--- config.mk ---
export PLATFORM = sky130hd
export DESIGN_NAME = sigmoid
export DESIGN_NICKNAME = d
export VERILOG_FILES = /design/src/sigmoidPkg.sv /design/src/sigmoidTablePkg.sv /design/src/sigmoid.sv /design/src/sigmoidOutputPack.sv /design/src/sigmoidInterceptAdd.sv /design/src/sigmoidMultiplier.sv /design/src/sigmoidFront.sv
export SDC_FILE = /design/constraint.sdc
export NUM_CORES = 1
export LEC_CHECK = 0
export ABC_AREA = 1
export BUFFER_PORTS_ARGS = -buffer_cell sky130_fd_sc_hd__buf_2
export CORE_MARGIN = 3
export CORE_UTILIZATION = 48
export DETAILED_ROUTE_END_ITERATION = 10
export HOLD_SLACK_MARGIN = 0.03
export PLACE_DENSITY = 0.66
export SETUP_SLACK_MARGIN = 0.05
export SLEW_MARGIN = 30
export SYNTH_ARGS = -nofsm -noshare
export SYNTH_HDL_FRONTEND = slang
export SYNTH_SLANG_ARGS = --single-unit
--- constraint.sdc ---
create_clock -name clk -period 2.9 [get_ports clk]
set_clock_uncertainty 0.1 [all_clocks]
set_input_delay 0.58 -clock clk [delete_from_list [all_inputs] [get_ports clk]]
set_output_delay 0.58 -clock clk [all_outputs]
set_load 0.005 [all_outputs]
--- src/sigmoidPkg.sv ---
package sigmoidPkg;

	// number format widths
	localparam int XW = 8;
	localparam int MAGW = 8;
	localparam int SLOPEW = 4;
	localparam int PARTW = 6;
	localparam int PRODW = 8;
	localparam int FUNCW = 10;
	localparam int YW = 16;

	// low magnitude bits that feed the multiplier
	localparam int NIBW = MAGW / 2;

	// segment code, straight from magnitude bits 6 to 4
	typedef enum logic [2:0] {
		seg0 = 3'd0,
		seg1 = 3'd1,
		seg2 = 3'd2,
		seg3 = 3'd3,
		seg4 = 3'd4,
		seg5 = 3'd5,
		seg6 = 3'd6,
		seg7 = 3'd7
	} segment_e;

	// control bits carried alongside every item
	typedef struct packed {
		logic valid;
		logic sign;
		logic special;
	} pipeCtrl_t;

	// front end to multiplier
	typedef struct packed {
		pipeCtrl_t ctrl;
		logic [NIBW-1:0] mag;
		segment_e seg;
		logic [SLOPEW-1:0] slope;
	} frontOut_t;

	// multiplier to intercept adder
	typedef struct packed {
		pipeCtrl_t ctrl;
		segment_e seg;
		logic [PRODW-1:0] prod;
	} mulOut_t;

	// intercept adder to output packer
	typedef struct packed {
		pipeCtrl_t ctrl;
		logic [FUNCW-1:0] func;
	} addOut_t;

endpackage
--- src/sigmoidTablePkg.sv ---
package sigmoidTablePkg;

	import sigmoidPkg::*;

	// slope per segment, in units of 2^-3 down to 2^-6
	localparam logic [0:7][SLOPEW-1:0] SLOPE_TABLE = {
		4'd15,
		4'd14,
		4'd11,
		4'd8,
		4'd6,
		4'd4,
		4'd2,
		4'd1
	};

	// intercept per segment, 2^-2 down to 2^-11
	localparam logic [0:7][FUNCW-1:0] INTERCEPT_TABLE = {
		10'h003,
		10'h0FD,
		10'h1DE,
		10'h28F,
		10'h30B,
		10'h364,
		10'h3A2,
		10'h3C8
	};

	// result field is a leading one plus the function value
	localparam int FIELDW = FUNCW + 1;

	// fixed output word for an input of -128
	localparam logic [YW-1:0] SPECIAL_CODE = 16'h024D;

	// tag bits below the sign on every normal result
	localparam logic [2:0] LOW_TAG = 3'b011;

	function automatic logic [SLOPEW-1:0] slopeOf(input segment_e seg);
		return SLOPE_TABLE[seg];
	endfunction

	function automatic logic [FUNCW-1:0] interceptOf(input segment_e seg);
		return INTERCEPT_TABLE[seg];
	endfunction

endpackage

--- src/sigmoid.sv ---
`timescale 1ns/1ns

module sigmoid (
	input  logic                      clk,
	input  logic                      i_rstN,
	input  logic                      i_in_valid,
	input  logic [sigmoidPkg::XW-1:0] i_x,
	output logic [sigmoidPkg::YW-1:0] o_y,
	output logic                      o_out_valid
);

	import sigmoidPkg::*;

	// one struct per stage boundary
	frontOut_t frontData;
	mulOut_t mulData;
	addOut_t addData;

	// sign, magnitude, segment and slope
	sigmoidFront frontStage (
		.i_clk      (clk),
		.i_rstN     (i_rstN),
		.i_in_valid (i_in_valid),
		.i_x        (i_x),
		.o_front    (frontData)
	);

	// slope times low nibble
	sigmoidMultiplier mulStage (
		.i_clk   (clk),
		.i_rstN  (i_rstN),
		.i_front (frontData),
		.o_mul   (mulData)
	);

	// plus intercept
	sigmoidInterceptAdd addStage (
		.i_clk  (clk),
		.i_rstN (i_rstN),
		.i_mul  (mulData),
		.o_add  (addData)
	);

	// output encoding and the -128 case
	sigmoidOutputPack packStage (
		.i_clk       (clk),
		.i_rstN      (i_rstN),
		.i_add       (addData),
		.o_y         (o_y),
		.o_out_valid (o_out_valid)
	);

endmodule

--- src/sigmoidOutputPack.sv ---
`timescale 1ns/1ns

module sigmoidOutputPack (
	input  logic                      i_clk,
	input  logic                      i_rstN,
	input  sigmoidPkg::addOut_t       i_add,
	output logic [sigmoidPkg::YW-1:0] o_y,
	output logic                      o_out_valid
);

	import sigmoidPkg::*;
	import sigmoidTablePkg::*;

	logic [FIELDW-1:0] field;
	logic [YW-1:0] word;

	// stage 5
	// negative inputs use 1 - f, which is the inverted field
	assign field = {1'b1, i_add.func} ^ {FIELDW{i_add.ctrl.sign}};

	always_comb begin
		if (i_add.ctrl.special) begin
			word = SPECIAL_CODE;
		end else begin
			// zero, field, sign, tag
			word = {1'b0, field, i_add.ctrl.sign, LOW_TAG};
		end
	end

	always_ff @(posedge i_clk) begin
		if (!i_rstN) begin
			o_y <= '0;
			o_out_valid <= 1'b0;
		end else begin
			o_y <= word;
			o_out_valid <= i_add.ctrl.valid;
		end
	end

endmodule

--- src/sigmoidInterceptAdd.sv ---
`timescale 1ns/1ns

module sigmoidInterceptAdd (
	input  logic                i_clk,
	input  logic                i_rstN,
	input  sigmoidPkg::mulOut_t i_mul,
	output sigmoidPkg::addOut_t o_add
);

	import sigmoidPkg::*;
	import sigmoidTablePkg::*;

	logic [FUNCW-1:0] intercept;
	logic [FUNCW-1:0] sum;
	addOut_t addNext;

	// stage 4
	// intercept comes from the segment carried down the pipe
	assign intercept = interceptOf(i_mul.seg);

	// product tops out at 225, no carry out of ten bits
	assign sum = intercept + FUNCW'(i_mul.prod);

	always_comb begin
		addNext.ctrl = i_mul.ctrl;
		addNext.func = sum;
	end

	always_ff @(posedge i_clk) begin
		if (!i_rstN) begin
			o_add <= '0;
		end else begin
			o_add <= addNext;
		end
	end

endmodule

--- src/sigmoidMultiplier.sv ---
`timescale 1ns/1ns

module sigmoidMultiplier (
	input  logic                  i_clk,
	input  logic                  i_rstN,
	input  sigmoidPkg::frontOut_t i_front,
	output sigmoidPkg::mulOut_t   o_mul
);

	import sigmoidPkg::*;

	// partial sums between the two multiply cuts
	typedef struct packed {
		pipeCtrl_t ctrl;
		segment_e seg;
		logic [PARTW-1:0] sumLo;
		logic [PARTW-1:0] sumHi;
	} partial_t;

	logic [NIBW-1:0] gated [SLOPEW];
	partial_t partNext;
	partial_t partReg;
	mulOut_t mulNext;

	// one nibble row per slope bit
	always_comb begin
		for (int k = 0; k < SLOPEW; k++) begin
			gated[k] = i_front.mag & {NIBW{i_front.slope[k]}};
		end
	end

	// stage 2
	// rows 0/1 and rows 2/3 summed pairwise
	always_comb begin
		partNext.ctrl = i_front.ctrl;
		partNext.seg = i_front.seg;
		partNext.sumLo = PARTW'(gated[0]) + (PARTW'(gated[1]) << 1);
		partNext.sumHi = PARTW'(gated[2]) + (PARTW'(gated[3]) << 1);
	end

	always_ff @(posedge i_clk) begin
		if (!i_rstN) begin
			partReg <= '0;
		end else begin
			partReg <= partNext;
		end
	end

	// stage 3
	// upper pair weighs four times the lower one
	always_comb begin
		mulNext.ctrl = partReg.ctrl;
		mulNext.seg = partReg.seg;
		mulNext.prod = PRODW'(partReg.sumLo) + (PRODW'(partReg.sumHi) << 2);
	end

	always_ff @(posedge i_clk) begin
		if (!i_rstN) begin
			o_mul <= '0;
		end else begin
			o_mul <= mulNext;
		end
	end

endmodule

--- src/sigmoidFront.sv ---
`timescale 1ns/1ns

module sigmoidFront (
	input  logic                      i_clk,
	input  logic                      i_rstN,
	input  logic                      i_in_valid,
	input  logic [sigmoidPkg::XW-1:0] i_x,
	output sigmoidPkg::frontOut_t     o_front
);

	import sigmoidPkg::*;
	import sigmoidTablePkg::*;

	// first cut holds the raw sign and magnitude
	typedef struct packed {
		logic valid;
		logic sign;
		logic [MAGW-1:0] mag;
	} inStage_t;

	inStage_t inNext;
	inStage_t inReg;
	logic special;
	segment_e seg;
	frontOut_t frontNext;

	// stage 0
	// negative input is complemented and incremented, -128 stays 0x80
	always_comb begin
		inNext.valid = i_in_valid;
		inNext.sign = i_x[XW-1];
		if (i_x[XW-1]) begin
			inNext.mag = ~i_x + 1'b1;
		end else begin
			inNext.mag = i_x;
		end
	end

	always_ff @(posedge i_clk) begin
		if (!i_rstN) begin
			inReg <= '0;
		end else begin
			inReg <= inNext;
		end
	end

	// stage 1
	// only -128 sets bit 7 of the magnitude together with the sign
	assign special = inReg.sign & inReg.mag[MAGW-1];
	assign seg = segment_e'(inReg.mag[6:4]);

	always_comb begin
		frontNext.ctrl.valid = inReg.valid;
		frontNext.ctrl.sign = inReg.sign;
		frontNext.ctrl.special = special;
		frontNext.mag = inReg.mag[NIBW-1:0];
		frontNext.seg = seg;
		// slope picked early so the multiply starts with it
		frontNext.slope = slopeOf(seg);
	end

	always_ff @(posedge i_clk) begin
		if (!i_rstN) begin
			o_front <= '0;
		end else begin
			o_front <= frontNext;
		end
	end

endmodule

==> results.cfg <==
[logic_synthesis]
synth-simple-area-share = 0.177
synthTopCellsByCount = inv_1 (91), nand2_1 (87), dfxtp_1 (85), a21oi_1 (28), nor2_1 (27)
synth_edf_count = 0
synth_nets = 477
synth.yosys.warnings = 0
yosys.area.top_type_share = 0.479
ys_seq_elements = 85
yosys.area_share.adder = 0.107
synthFlopType = dfxtp_1
ys_top_cells_by_area = dfxtp_1 (48%), inv_1 (9.6%), nand2_1 (9.2%), ha_1 (8.5%), a21oi_1 (3.9%)
syn_area_um2 = 3550
synth-xor-area-share = 0.0222
synth_top_family_by_area = simple AND/OR/NAND/NOR gates
avgSynthCellArea_um2 = 8.11
ys_async_sr_fraction = 0
yosysMostFrequentCell = inv_1
synth_mux_area_frac = 0
ys_seq_area_frac = 0.479
yosysUniqueCellTypes = 29
yosysTopAreaCell = dfxtp_1
synth_compound_area_frac = 0.0962
synth_cells = 438

[clock_network]
cts_tree = done
cts.sinks = 85
postCtsHoldBufs = 0
clk_latency_ps = 340
clk_path_buf_depth = 2
clockRootBuffer = clkbuf_8
cts_resized = 0
postCtsSetupRepairBufs = 0
cts_buffers = 9
cts.clk_slew.worst_paths_ps = 90
cts-htree-levels = 3

[worst_setup_path]
reg2reg_slack_ps = 580
worstPathMaxFanout = 6
arrival_ps = 2460
critical_path_class = reg2reg
r2r-start = mulStage.o_mul[8]$_SDFF_PN0_
regToRegEndpoint = addStage.o_add[8]$_SDFF_PN0_
worst-r2r-cell-count = 11
start_kind = flip-flop
crit_path_end_kind = flip-flop
worstPathRequired_ps = 3040

[power]
p_int_mw = 1.61
seqPwrFrac = 0.578
p_sw_mw = 0.521
combPwrFrac = 0.059
leakagePower_nw = 2.17
peakVddDrop_uv = 345
total_power_mw = 2.13
clock_power_share = 0.363
switching_share = 0.245
power_density_nw_per_um2 = 541

[die]
die_h_um = 92.0
io_pins = 28
die_w_um = 92.0
start_util = 0.509
die_area_um2 = 8470
core_um2 = 6980
placementRows = 30

[grt]
grtUsageTotal = 0.146
first_global_vias = 2489
use_met1 = 0.156
grt_use_met2 = 0.269
grt_pass1_wl_mm = 10.1
grt_max_degree = 58
overflow = 0
use_met3 = 0.0468
antenna_found_initial = 0
gr-max-usage-layer = met2

[place]
gp_congestion = 0.807
post-dp-hpwl_mm = 4.16
io_buffers = 26

[route]
wirelength_mm = 5.59
vias = 2625
wl_per_cell_um = 9.88
drcViolationCount = 0
avgViaCountPerCell = 4.64
drt_iter0_markers = 98
ant_nets = 0
firstDrtPassIters = 4

[hold_path]
whs_path_depth = 2
min_to = frontStage.inReg[7]$_SDFF_PN0_
hold_start = i_x[5]
hp-class = in2reg

[sta]
period_needed_ps = 2320
fmax_ghz = 0.431
tns_ps = 0
period_share = 0.800
relSlewSlack = 0.597
rsz0062_at_grt = no
hold_viol = 0
setup_violations = 0
tightest_slew_ps = 603
drv_slew = 0

[final_layout]
post_route_cells_drive_above_1_share = 0.115
layout.nets = 504
syn2layout_area_growth_pct = 10.8
antennaDiodeCount = 0

[status]
status = finished clean

[flow_run]
max-cap-violations = 0
==> worst max-delay path by stage <==
stage                                      start                      endpoint  slack (ps)  depth (start not counted)
global route        mulStage.o_mul[9]$_SDFF_PN0_  addStage.o_add[6]$_SDFF_PN0_         330                         12
CTS                 mulStage.o_mul[8]$_SDFF_PN0_  addStage.o_add[9]$_SDFF_PN0_         590                         13
global placement    mulStage.o_mul[8]$_SDFF_PN0_  addStage.o_add[9]$_SDFF_PN0_         720                         13
floorplan           mulStage.o_mul[8]$_SDFF_PN0_  addStage.o_add[9]$_SDFF_PN0_         870                         13
detailed placement  mulStage.o_mul[8]$_SDFF_PN0_  addStage.o_add[9]$_SDFF_PN0_         620                         13
finish              mulStage.o_mul[8]$_SDFF_PN0_  addStage.o_add[8]$_SDFF_PN0_         580                         11
==> worst max-delay path: stages (launching register included) <==
cell and delay [ps]:
dfxtp_1 430, inv_1 110, ha_1 310, inv_1 100, nand2_1 80, o21a_1 130
ha_1 340, a21o_1 220, a21oi_1 180, nand3_1 100, nand2_1 70, nor2_1 40
==> metrics by stage <==
stage                     instance area, um2  setup slack (ps)  utilization  std cells  hold slack, ps
final                                   3930               580        0.563        566             304
after CTS                               3930               586        0.563        566             281
after global routing                    3930               331        0.563        566             294
after detailed placement                3740               616        0.536        550             296
after global placement                  3740               720        0.536        550             292
after floorplan                         3550               870            -        438             290
==> routing by layer <==
metal | vias to the layer above | part of all wire | wire (um)
li1 | 1395 | - | -
met1 | 1186 | 0.45 | 2520
met2 | 37 | 0.50 | 2810
met3 | 7 | 0.035 | 194
met4 | 0 | 0.013 | 71
met5 | - | 0 | 0
==> sequential cells by signal, indices dropped and copies added, names as in the netlist <==
register / cells
packStage.o_y: 15
frontStage.inReg: 1
frontStage.o_front: 14
mulStage.o_mul: 14
frontStage.frontNext: 9
addStage.o_add: 13
mulStage.mulNext: 6
mulStage.partReg: 12
packStage.o_out_valid: 1
==> power by group through the flow <==
stage | Sequential [mW] | Clock, mW | Combinational (mW)
after floorplan | 1.25 | 0 | 0.0929
after global placement | 1.26 | 0 | 0.122
after detailed placement | 1.26 | 0 | 0.126
after CTS | 1.23 | 0.807 | 0.127
after global routing | 1.24 | 0.855 | 0.147
final | 1.23 | 0.774 | 0.126
==> layout by cell type (no fill, tap or decap), types with 2 or more instances in the layout <==
cell      count
a21oi_1      28
buf_2        26
buf_4         2
clkbuf_8     10
dfxtp_1      85
fa_1          4
ha_1         24
inv_1        91
inv_6         2
inv_8         2
nand2_1      87
nand2_2       3
nand3_1      12
nand3_2       2
nand4_1       2
nor2_1       27
nor2_2        3
nor3_1       10
o21a_1        5
o21ai_0      22
o21bai_1      3
o31ai_1       2
xnor2_1       9
==> cell type report <==
class	instances	area, um2
fillers	662	3050
flip-flops and latches	85	1700
multi-input cells	249	1430
inverters	92	345
repair buffers	28	145
clock buffers	10	138
well taps	96	120
clock inverters	6	52.6
==> cell families (layout without fill, tap and decap cells) <==
| kind of cell | count (synthesis) | after routing |
|---|---|---|
| adder cells (fa/ha/maj) | 28 | 28 |
| flip-flops | 85 | 85 |
| XOR/XNOR | 9 | 9 |
| AND/OR/NAND/NOR | 149 | 149 |
| buffers and inverters | 104 | 136 |
| AO/OA/AOI/OAI | 62 | 62 |
| other | 1 | 1 |
(Power assumes the default switching activity.)
